`config.mk`:
```
export PLATFORM = sky130hd
export DESIGN_NAME = cce_execute
export DESIGN_NICKNAME = d
export VERILOG_FILES = /design/src/design/cce_pkg.sv /design/src/design/cce_execute.sv
export SDC_FILE = /design/constraint.sdc
export NUM_CORES = 1
export LEC_CHECK = 0
export ABC_AREA = 1
export BUFFER_PORTS_ARGS = -buffer_cell sky130_fd_sc_hd__buf_4
export CORE_ASPECT_RATIO = 1.75
export CORE_UTILIZATION = 25
export CTS_BUF_LIST = sky130_fd_sc_hd__clkbuf_8
export DETAILED_ROUTE_END_ITERATION = 12
export PLACE_DENSITY_LB_ADDON = 0.3
export SLEW_MARGIN = 10
export SYNTH_ARGS = -nofsm -noshare
export SYNTH_HDL_FRONTEND = slang
export SYNTH_SLANG_ARGS = --single-unit
```
`constraint.sdc`:
```
create_clock -name clk_i -period 4.3 [get_ports clk_i]
set_clock_uncertainty 0.2 [all_clocks]
set_input_delay 0.86 -clock clk_i [delete_from_list [all_inputs] [get_ports clk_i]]
set_output_delay 0.86 -clock clk_i [all_outputs]
set_load 0.005 [all_outputs]
```
`src/design/cce_pkg.sv`:
```
// Coherence engine shared types
package cce_pkg;

  // Microcode store
  localparam int PC_WIDTH   = 8;
  localparam int INST_WIDTH = 32;
  localparam int OP_WIDTH   = 4;
  localparam int IMM_WIDTH  = 16;

  // Register file
  localparam int GPR_WIDTH     = 32;
  localparam int NUM_GPR       = 8;
  localparam int GPR_SEL_WIDTH = 3;

  // Request and command fields
  localparam int ADDR_WIDTH     = 27;
  localparam int LCE_ID_WIDTH   = 4;
  localparam int CMD_TYPE_WIDTH = 4;
  localparam int SEQ_WIDTH      = 8;

  // Pending table geometry
  localparam int BLOCK_OFFSET      = 6;
  localparam int PENDING_SETS      = 16;
  localparam int PENDING_IDX_WIDTH = $clog2(PENDING_SETS);

  // Command types sent to the LCE
  localparam logic [CMD_TYPE_WIDTH-1:0] CMD_GRANT = 4'd1;
  localparam logic [CMD_TYPE_WIDTH-1:0] CMD_NACK  = 4'd2;
  localparam logic [CMD_TYPE_WIDTH-1:0] CMD_ACK   = 4'd3;

  // Opcode 0 is left unassigned and decodes as a bubble
  typedef enum logic [OP_WIDTH-1:0] {
    OP_ADD   = 4'd1,
    OP_AND   = 4'd2,
    OP_BEQ   = 4'd3,
    OP_BNE   = 4'd4,
    OP_BI    = 4'd5,
    OP_POPQ  = 4'd6,
    OP_RDP   = 4'd7,
    OP_WRP   = 4'd8,
    OP_SENDC = 4'd9
  } cce_op_e;

  // ALU, queue, pending and send instructions
  typedef struct packed {
    cce_op_e                  opcode;
    logic [GPR_SEL_WIDTH-1:0] dst;
    logic [GPR_SEL_WIDTH-1:0] src_a;
    logic [GPR_SEL_WIDTH-1:0] src_b;
    logic                     use_imm;
    logic [1:0]               pad;
    logic [IMM_WIDTH-1:0]     imm;
  } cce_alu_fmt_s;

  // Branch instructions
  typedef struct packed {
    cce_op_e                  opcode;
    logic [GPR_SEL_WIDTH-1:0] src_a;
    logic [GPR_SEL_WIDTH-1:0] src_b;
    logic                     predict_taken;
    logic [PC_WIDTH-1:0]      target;
    logic [12:0]              pad;
  } cce_br_fmt_s;

  // Opcode sits in the same bits of both views
  typedef union packed {
    cce_alu_fmt_s alu;
    cce_br_fmt_s  br;
  } cce_inst_u;

  typedef struct packed {
    logic                      alu_v;
    cce_op_e                   alu_op;
    logic [GPR_SEL_WIDTH-1:0]  dst;
    logic [GPR_SEL_WIDTH-1:0]  src_a;
    logic [GPR_SEL_WIDTH-1:0]  src_b;
    logic                      use_imm;
    logic [IMM_WIDTH-1:0]      imm;
    logic                      branch;
    cce_op_e                   branch_op;
    logic                      predict_taken;
    logic [PC_WIDTH-1:0]       target;
    logic                      popq_v;
    logic                      pend_r_v;
    logic                      pend_w_v;
    logic                      pend_val;
    logic                      send_v;
    logic [CMD_TYPE_WIDTH-1:0] cmd_type;
    logic                      gpr_w_v;
  } cce_decoded_s;

  // Request type in bit 0 so a small immediate can mask it
  typedef struct packed {
    logic [ADDR_WIDTH-1:0]   addr;
    logic [LCE_ID_WIDTH-1:0] lce_id;
    logic                    req_type;
  } cce_lce_req_s;

  typedef struct packed {
    logic [CMD_TYPE_WIDTH-1:0] cmd_type;
    logic [LCE_ID_WIDTH-1:0]   lce_id;
    logic [ADDR_WIDTH-1:0]     addr;
    logic [SEQ_WIDTH-1:0]      seq;
  } cce_lce_cmd_s;

endpackage

```
`src/design/cce_execute.sv`:
```
// Execute stage with request buffer and registers
`timescale 1ns/1ps

module cce_execute
  (input                                    clk_i
   , input                                  reset_i

   , input cce_pkg::cce_decoded_s           decoded_i
   , input [cce_pkg::PC_WIDTH-1:0]          ex_pc_i

   , input cce_pkg::cce_lce_req_s           lce_req_header_i
   , input                                  lce_req_header_v_i
   , output logic                           lce_req_header_ready_and_o

   , input                                  pending_i
   , input                                  cmd_full_i

   , output logic [cce_pkg::ADDR_WIDTH-1:0] pend_addr_o
   , output logic                           pend_r_v_o
   , output logic                           pend_w_v_o
   , output logic                           pend_val_o

   , output logic                           send_v_o
   , output cce_pkg::cce_lce_cmd_s          cmd_o

   , output logic                           stall_o
   , output logic                           mispredict_o
   , output logic [cce_pkg::PC_WIDTH-1:0]   resolve_pc_o
  );

  logic [cce_pkg::GPR_WIDTH-1:0] gpr_r [cce_pkg::NUM_GPR];
  logic [cce_pkg::GPR_WIDTH-1:0] src_a_val, src_b_reg, src_b_val;
  logic [cce_pkg::GPR_WIDTH-1:0] alu_res, wdata;
  cce_pkg::cce_lce_req_s         req_q, req_view;
  logic                          req_full, req_yumi;
  logic                          taken;

  assign src_a_val = gpr_r[decoded_i.src_a];
  assign src_b_reg = gpr_r[decoded_i.src_b];
  assign src_b_val = decoded_i.use_imm
                   ? {{(cce_pkg::GPR_WIDTH-cce_pkg::IMM_WIDTH){1'b0}}, decoded_i.imm}
                   : src_b_reg;
  assign req_view  = src_a_val;

  assign alu_res = (decoded_i.alu_op == cce_pkg::OP_AND) ? (src_a_val & src_b_val)
                                                         : (src_a_val + src_b_val);

  assign stall_o = (decoded_i.popq_v && !req_full) || (decoded_i.send_v && cmd_full_i);

  // Branch resolution against the predecode guess
  always_comb begin
    unique case (decoded_i.branch_op)
      cce_pkg::OP_BEQ: taken = (src_a_val == src_b_reg);
      cce_pkg::OP_BNE: taken = (src_a_val != src_b_reg);
      default:         taken = 1'b1;
    endcase
  end
  assign mispredict_o = decoded_i.branch && (taken != decoded_i.predict_taken);
  assign resolve_pc_o = taken ? decoded_i.target : ex_pc_i + 1'b1;

  // Pending table access uses the request address held in src_a
  assign pend_addr_o = req_view.addr;
  assign pend_r_v_o  = decoded_i.pend_r_v;
  assign pend_w_v_o  = decoded_i.pend_w_v && !stall_o;
  assign pend_val_o  = decoded_i.pend_val;

  assign send_v_o       = decoded_i.send_v && !stall_o;
  assign cmd_o.cmd_type = decoded_i.cmd_type;
  assign cmd_o.lce_id   = req_view.lce_id;
  assign cmd_o.addr     = req_view.addr;
  assign cmd_o.seq      = src_b_reg[cce_pkg::SEQ_WIDTH-1:0];

  always_comb begin
    if (decoded_i.alu_v) begin
      wdata = alu_res;
    end else if (decoded_i.popq_v) begin
      wdata = req_q;
    end else begin
      wdata = {{(cce_pkg::GPR_WIDTH-1){1'b0}}, pending_i};
    end
  end

  // One-entry inbound buffer that is ready only while empty
  assign lce_req_header_ready_and_o = !req_full;
  assign req_yumi = decoded_i.popq_v && req_full;

  always_ff @(posedge clk_i) begin
    if (reset_i) begin
      req_full <= 1'b0;
    end else if (lce_req_header_v_i && !req_full) begin
      req_full <= 1'b1;
    end else if (req_yumi) begin
      req_full <= 1'b0;
    end
  end

  always_ff @(posedge clk_i) begin
    if (lce_req_header_v_i && !req_full) begin
      req_q <= lce_req_header_i;
    end
  end

  // r0 is never written
  always_ff @(posedge clk_i) begin
    if (reset_i) begin
      for (int i = 0; i < cce_pkg::NUM_GPR; i++) begin
        gpr_r[i] <= '0;
      end
    end else if (decoded_i.gpr_w_v && !stall_o && (decoded_i.dst != '0)) begin
      gpr_r[decoded_i.dst] <= wdata;
    end
  end

endmodule

```
==> results of run 1 <==
-- power groups by stage --
stage               Sequential, uW  Clock, uW  Combinational [uW]
floorplan                     3330          0                1150
global placement              3350          0                2290
detailed placement            3350          0                2290
CTS                           3290       2430                2450
global route                  3310       2500                2740
finish                        3300       2370                2560
-- layer usage --
layer / track usage (%) / wire length, um / up-vias
met1: 22.4 / 28800 / 8660
met2: 36.2 / 39500 / 827
met5: 0 / 0 / -
met4: 12.8 / 5320 / 0
met3: 2.20 / 4600 / 254
li1: - / - / 8527
-- registers in the layout, indices dropped and copies added, names as in the netlist --
signal / flops
gpr_r: 256
req_q: 32
req_full: 1
-- path summary, 6_finish.rpt --
check,start,to,slack [ps],cells past startpoint
worst max-delay path,decoded_i[42],resolve_pc_o[6],-90,19
worst min-delay path,lce_req_header_i[3],req_q[3],210,1
worst max register to register,gpr_r[1][0],gpr_r[7][10],380,21
worst min register to register,req_full,req_full,290,2
-- timing repair --
| item | 4_1_cts | 5_1_grt |
|---|---|---|
| hold endpoints to repair | 0 | 0 |
| pin swaps | 47 | 83 |
| endpoints found under the setup margin | 9 | 96 |
| buffers inserted | 28 | 19 |
| resized for setup | 118 | 147 |
| cloned | 11 | 5 |
-- metrics by stage --
stage	cells	setup TNS (ps)	hold WS, ps	total power, uW	cell area, um^2
3_5_place_dp	3513	-66710	283	5640	22800
6_report	3649	-694	209	8230	25200
4_1_cts	3627	-170	169	8170	24700
3_3_place_gp	3513	-67550	268	5640	22800
2_1_floorplan	2261	0	247	4480	18600
5_1_grt	3649	-1760	193	8550	25200
-- critical path: stages --
cell and delay, ps:
sky130_fd_sc_hd__buf_12 130, sky130_fd_sc_hd__buf_12 150, sky130_fd_sc_hd__buf_12 140, sky130_fd_sc_hd__buf_12 140, sky130_fd_sc_hd__a21oi_2 110, sky130_fd_sc_hd__o21ai_0 110, sky130_fd_sc_hd__o21ai_1 160, sky130_fd_sc_hd__o21ai_2 100
sky130_fd_sc_hd__xor2_1 210, sky130_fd_sc_hd__nand3_2 120, sky130_fd_sc_hd__nor2_4 120, sky130_fd_sc_hd__nand2_2 100, sky130_fd_sc_hd__nor2_4 220, sky130_fd_sc_hd__nand2_2 100, sky130_fd_sc_hd__nand2_4 150, sky130_fd_sc_hd__nand2_8 120
sky130_fd_sc_hd__nand2_2 80, sky130_fd_sc_hd__o21ai_2 40, sky130_fd_sc_hd__buf_4 130
-- area by class of cell --
class / instances / area [um^2] / area share [%]
Clock inverter: 31 / 209 / 0.828
Antenna cell: 1 / 2.50 / 0.00991
Tap cell: 931 / 1160 / 4.61
Clock buffer: 47 / 647 / 2.56
Inverter: 175 / 684 / 2.71
Multi-Input combinational cell: 1627 / 8830 / 35.0
Sequential cell: 289 / 8670 / 34.3
Timing Repair Buffer: 548 / 5040 / 20.0
-- cell usage after synthesis (all sizes together) (9+ instances only) --
master	count	area, um^2
and2	21	131
clkbuf	56	215
buf	115	772
nor2	293	1130
edfxtp	288	8650
xor2	40	350
nand3	81	478
a21oi	249	1250
nand4	14	87.6
xnor2	10	87.6
o21bai	9	105
inv	172	648
ha	31	388
o211ai	36	275
o21ai	412	2090
nand2	357	1440
-- logic make-up after synthesis --
| kind of cell | synth area share [%] |
|---|---|
| adders and majority gates | 2.21 |
| buffers and inverters | 8.92 |
| DFF | 46.9 |
| other | 0.0203 |
| and+or+nand+nor | 18.3 |
| AOI/OAI and AO/OA | 21.3 |
| xor gates and xnor gates | 2.37 |
==> metrics.json, run 1 <==
{
  "run_status": {"value": "finished with violations"},
  "failed_checks": {"value": "negative setup slack"},
  "port_buffers": {"value": 172},
  "dp_hpwl": {"value": 53500, "unit": "um"},
  "synth.yosys.warnings": {"value": 0},
  "die_span_in_x": {"value": 207, "unit": "um"},
  "cts_tree": {"value": "done"},
  "initial_antenna_violation_count": {"value": 1},
  "synth_edf_count": {"value": 288},
  "top_level_ports": {"value": 185},
  "final_cell_mix": {"value": "sky130_fd_sc_hd__buf_4, sky130_fd_sc_hd__nand2_1, sky130_fd_sc_hd__edfxtp_1, sky130_fd_sc_hd__nor2_1, sky130_fd_sc_hd__o21ai_0"},
  "max_cap_violations": {"value": 0},
  "post_drt_via_cell_ratio": {"value": 5.01},
  "power_per_cell_area": {"value": 326, "unit": "nW/um^2"},
  "fillerInstances": {"value": 7586},
  "ys.flop_type": {"value": "sky130_fd_sc_hd__edfxtp_1"},
  "synthDistinctLibCells": {"value": 55},
  "cts_sinks": {"value": 289},
  "power_switching": {"value": 2700, "unit": "uW"},
  "power_switching_share": {"value": 32.8, "unit": "%"},
  "cts.root.buffer_cell": {"value": "sky130_fd_sc_hd__clkbuf_8"},
  "max_slew_margin": {"value": 49.3, "unit": "%"},
  "p_comb_share": {"value": 31.1, "unit": "%"},
  "clock_power_share": {"value": 28.8, "unit": "%"},
  "ctsLongestPathBuffers": {"value": 3},
  "tritoncts_buffers": {"value": 44},
  "number_of_storage_elements_in_the_synthesis_netlist": {"value": 289},
  "maxClockFrequency": {"value": 0.228, "unit": "GHz"},
  "timing.final.setup_violations": {"value": 9},
  "chipHeight": {"value": 362, "unit": "um"},
  "worstSetupPathType": {"value": "in -> out"},
  "worstMarginPinSlew": {"value": 759, "unit": "ps"},
  "critPathLaunchType": {"value": "primary input"},
  "grt_pass1_vias": {"value": 17800},
  "critPathRequiredTime": {"value": 3240, "unit": "ps"},
  "area.growth.synth_to_final": {"value": 36.7, "unit": "%"},
  "grt_pass1_wl": {"value": 111000, "unit": "um"},
  "dieArea": {"value": 75000, "unit": "um^2"},
  "seq_area_frac_synth": {"value": 46.9, "unit": "%"},
  "drt_wl_total": {"value": 78200, "unit": "um"},
  "grt_usage": {"value": 20.1, "unit": "%"},
  "detail_route.iter0.violations": {"value": 1413},
  "cts-htree-levels": {"value": 2},
  "remaining_drc_errors": {"value": 0},
  "ant_nets": {"value": 0},
  "grt_setup_unrepaired": {"value": "yes"},
  "placement.setup.worst_slack": {"value": -632, "unit": "ps"},
  "initial_core_util": {"value": 25.3, "unit": "%"},
  "gp_congestion": {"value": 0.911},
  "end_kind": {"value": "output port"},
  "final-max-slew-violation-count": {"value": 0},
  "drt_first_pass_iters": {"value": 5},
  "dr_total_vias": {"value": 18300},
  "final_hold_viol_count": {"value": 0},
  "postSynthCellCount": {"value": 2230},
  "arrival": {"value": 3330, "unit": "ps"},
  "maximum_resistive_drop_on_vdd": {"value": 429, "unit": "uV"},
  "async_flop_share": {"value": 0, "unit": "%"},
  "worst_setup_hold_path_clk_slew": {"value": 60, "unit": "ps"},
  "grt-ovfl-total": {"value": 0},
  "rows": {"value": 131},
  "int_power": {"value": 5530, "unit": "uW"},
  "worstHoldPathType": {"value": "in -> reg"},
  "post_layout_nets": {"value": 2817},
  "netlist_area": {"value": 18500, "unit": "um^2"},
  "min_period_over_period": {"value": 102, "unit": "%"},
  "p_leak": {"value": 0.0105, "unit": "uW"},
  "layout_commonest_cell": {"value": "sky130_fd_sc_hd__buf_4"},
  "holdBufCountCts": {"value": 0},
  "final_layout_size_suffix_gt1_share": {"value": 29.5, "unit": "%"},
  "grt_max_degree": {"value": 35},
  "core-area": {"value": 72900, "unit": "um^2"},
  "final_core_util": {"value": 34.6, "unit": "%"},
  "layout_setup_ws": {"value": -87.6, "unit": "ps"},
  "insertion_delay": {"value": 630, "unit": "ps"},
  "syn-mean-instance-area": {"value": 8.28, "unit": "um^2"},
  "power.share.sequential": {"value": 40.1, "unit": "%"},
  "detail_route.wl_per_cell": {"value": 21.4, "unit": "um"},
  "final_period_minus_worst_setup_slack": {"value": 4390, "unit": "ps"},
  "worst-path-max-fanout": {"value": 14}
}
Note: power is estimated with default switching activity, not from simulation.
==> inputs of run 2 (changes only) <==
CORE_MARGIN = 10   (was not set)
==> metrics.json, run 2 (synthesis results as in run 1) <==
{
  "run_status": {"value": "finished with violations", "change": "unchanged"},
  "failed_checks": {"value": "negative setup slack", "change": "unchanged"},
  "timing.final.setup_violations": {"value": 4, "change": "was 9"},
  "post_drt_via_cell_ratio": {"value": 4.98, "change": "was 5.01"},
  "dieArea": {"value": 85600, "unit": "um^2", "change": "was 75,000 um^2"},
  "total_power": {"value": 8350, "unit": "uW", "change": "was 8230 uW"},
  "cts.root.buffer_cell": {"value": "sky130_fd_sc_hd__clkbuf_8", "change": "unchanged"},
  "max_cap_violations": {"value": 0, "change": "unchanged"},
  "detail_route.wl_per_cell": {"value": 21.8, "unit": "um", "change": "was 21.4 um"},
  "final_cell_mix": {"value": "sky130_fd_sc_hd__buf_4, sky130_fd_sc_hd__nand2_1, sky130_fd_sc_hd__edfxtp_1, sky130_fd_sc_hd__nor2_1, sky130_fd_sc_hd__o21ai_0", "change": "unchanged"},
  "arrival": {"value": 3260, "unit": "ps", "change": "was 3330 ps"},
  "min_period_over_period": {"value": 101, "unit": "%", "change": "was 102%"},
  "final-max-slew-violation-count": {"value": 0, "change": "unchanged"},
  "biggestRegsByFlops": {"value": "gpr_r x256, req_q x32, req_full x1", "change": "unchanged"},
  "worstHoldPathType": {"value": "in -> reg", "change": "unchanged"},
  "dp_hpwl": {"value": 54000, "unit": "um", "change": "was 53,500 um"},
  "core-area": {"value": 73100, "unit": "um^2", "change": "was 72,900 um^2"},
  "power_per_cell_area": {"value": 330, "unit": "nW/um^2", "change": "was 326 nW/um^2"},
  "cts-htree-levels": {"value": 2, "change": "unchanged"},
  "critPathRequiredTime": {"value": 3240, "unit": "ps", "change": "about the same"},
  "grt_usage": {"value": 17.8, "unit": "%", "change": "was 20.1%"},
  "chipHeight": {"value": 380, "unit": "um", "change": "was 362 um"},
  "maxClockFrequency": {"value": 0.231, "unit": "GHz", "change": "was 0.228 GHz"},
  "layout_commonest_cell": {"value": "sky130_fd_sc_hd__buf_4", "change": "unchanged"},
  "final_layout_size_suffix_gt1_share": {"value": 29.0, "unit": "%", "change": "was 29.5%"},
  "port_buffers": {"value": 172, "change": "unchanged"},
  "grt_setup_unrepaired": {"value": "yes", "change": "unchanged"},
  "worstMarginPinSlew": {"value": 775, "unit": "ps", "change": "was 759 ps"},
  "die_span_in_x": {"value": 225, "unit": "um", "change": "was 207 um"},
  "dr_total_vias": {"value": 18100, "change": "was 18,300"},
  "worst-path-max-fanout": {"value": 13, "change": "was 14"},
  "largest_register_ff_count": {"value": 256, "change": "unchanged"},
  "ant_nets": {"value": 0, "change": "unchanged"},
  "area.growth.synth_to_final": {"value": 37.1, "unit": "%", "change": "was 36.7%"},
  "initial_antenna_violation_count": {"value": 2, "change": "was 1"},
  "layout_setup_ws": {"value": -22.9, "unit": "ps", "change": "was -87.6 ps"},
  "critPathLaunchType": {"value": "primary input", "change": "unchanged"},
  "whs": {"value": 220, "unit": "ps", "change": "was 209 ps"},
  "r2r_end": {"value": "gpr_r[5][12]", "change": "was gpr_r[7][10]"},
  "grt-ovfl-total": {"value": 0, "change": "unchanged"},
  "grt_pass1_wl": {"value": 114000, "unit": "um", "change": "was 111,000 um"},
  "regToRegStartpoint": {"value": "gpr_r[5][7]", "change": "was gpr_r[1][0]"},
  "grt_max_degree": {"value": 45, "change": "was 35"},
  "final_hold_viol_count": {"value": 0, "change": "unchanged"},
  "rows": {"value": 131, "change": "unchanged"},
  "detail_route.iter0.violations": {"value": 1478, "change": "was 1,413"},
  "maximum_resistive_drop_on_vdd": {"value": 221, "unit": "uV", "change": "was 429 uV"},
  "initial_core_util": {"value": 25.3, "unit": "%", "change": "about the same"},
  "insertion_delay": {"value": 620, "unit": "ps", "change": "was 630 ps"},
  "timing.critical_path.from": {"value": "decoded_i[44]", "change": "was decoded_i[42]"},
  "drt_wl_total": {"value": 79500, "unit": "um", "change": "was 78,200 um"},
  "cts_tree": {"value": "done", "change": "unchanged"},
  "p_leak": {"value": 0.0106, "unit": "uW", "change": "was 0.0105 uW"},
  "remaining_drc_errors": {"value": 0, "change": "unchanged"},
  "post_layout_nets": {"value": 2815, "change": "was 2,817"},
  "grt_pass1_vias": {"value": 17900, "change": "was 17,800"},
  "r2r.worst_path.cells": {"value": 24, "change": "was 21"},
  "worst_setup_hold_path_clk_slew": {"value": 70, "unit": "ps", "change": "was 60 ps"},
  "final_period_minus_worst_setup_slack": {"value": 4320, "unit": "ps", "change": "was 4390 ps"},
  "max_slew_margin": {"value": 48.3, "unit": "%", "change": "was 49.3%"},
  "end_kind": {"value": "output port", "change": "unchanged"},
  "worstSetupPathType": {"value": "in -> out", "change": "unchanged"},
  "cts_sinks": {"value": 289, "change": "unchanged"},
  "timing.reg2reg.setup_slack": {"value": 280, "unit": "ps", "change": "was 380 ps"},
  "drt_first_pass_iters": {"value": 5, "change": "unchanged"},
  "tritoncts_buffers": {"value": 43, "change": "was 44"},
  "holdBufCountCts": {"value": 0, "change": "unchanged"},
  "top_level_ports": {"value": 185, "change": "unchanged"},
  "top_register": {"value": "gpr_r", "change": "unchanged"},
  "gp_congestion": {"value": 0.937, "change": "was 0.911"},
  "ctsLongestPathBuffers": {"value": 3, "change": "unchanged"},
  "critical_path.endpoint": {"value": "mispredict_o", "change": "was resolve_pc_o[6]"}
}
[run 2: area by class of cell]
class / count / area (um^2)
clock inverter: 33 / 289
tap: 931 / 1160
clock buffer: 43 / 592
timing repair buffer: 547 / 5110
antenna: 1 / 2.50
sequential: 289 / 8670
fill: 7646 / 47800
multi-input combinational: 1627 / 8810
inverter: 175 / 682
[run 2: worst min path at each step]
stage	startpoint	to	slack, ps	depth (start not counted)
global placement	req_full	req_full	270	2
detailed placement	req_full	req_full	280	2
CTS	lce_req_header_i[19]	req_q[19]	180	1
floorplan	req_full	req_full	250	2
finish	lce_req_header_i[30]	req_q[30]	220	1
global route	lce_req_header_i[13]	req_q[13]	210	1
[run 2: power breakdown]
| group | switching, uW | internal (uW) |
|---|---|---|
| Clock | 1210 | 1250 |
| Combinational | 1470 | 1120 |
| Sequential | 57.5 | 3230 |
[run 2: timing repair]
item,CTS,global route
buffers inserted,38,9
gates resized for setup,140,88
endpoints found under the setup margin,23,130
pin swaps,45,54
gates cloned,14,5
[run 2: routing by layer]
layer,vias up,track usage [%],wire length (um)
li1,8537,-,-
met4,2,9.28,4300
met5,-,0,12
met1,8610,19.9,29300
met3,205,2.35,5390
met2,792,32.0,40500
[run 2: critical path, stage by stage]
cell,delay (ps)
sky130_fd_sc_hd__buf_16,140
sky130_fd_sc_hd__buf_12,160
sky130_fd_sc_hd__buf_16,150
sky130_fd_sc_hd__buf_6,130
sky130_fd_sc_hd__a21oi_1,120
sky130_fd_sc_hd__o21ai_0,80
sky130_fd_sc_hd__o21ai_1,100
sky130_fd_sc_hd__nand2_1,90
sky130_fd_sc_hd__nand2_2,90
sky130_fd_sc_hd__xor2_2,160
sky130_fd_sc_hd__nand2_2,130
sky130_fd_sc_hd__nor2_4,140
sky130_fd_sc_hd__nand2_4,60
sky130_fd_sc_hd__nor2_4,100
sky130_fd_sc_hd__buf_6,140
sky130_fd_sc_hd__nand2_4,70
sky130_fd_sc_hd__nand2_8,120
sky130_fd_sc_hd__buf_6,110
sky130_fd_sc_hd__nand3_2,60
sky130_fd_sc_hd__nand2_1,60
sky130_fd_sc_hd__nor2_1,40
sky130_fd_sc_hd__buf_4,130
[run 2: per-stage QoR]
step	util, %	std cells	TNS [ps]	setup slack (ps)	cell area [um^2]
2_1_floorplan	-	2261	0	152	18600
6_report	34.6	3646	-28.9	-22.9	25300
3_5_place_dp	31.2	3506	-75410	-733	22800
5_1_grt	34.6	3646	-1130	-138	25300
4_1_cts	34.0	3632	0	1.38	24900
3_3_place_gp	31.2	3506	-77550	-749	22800
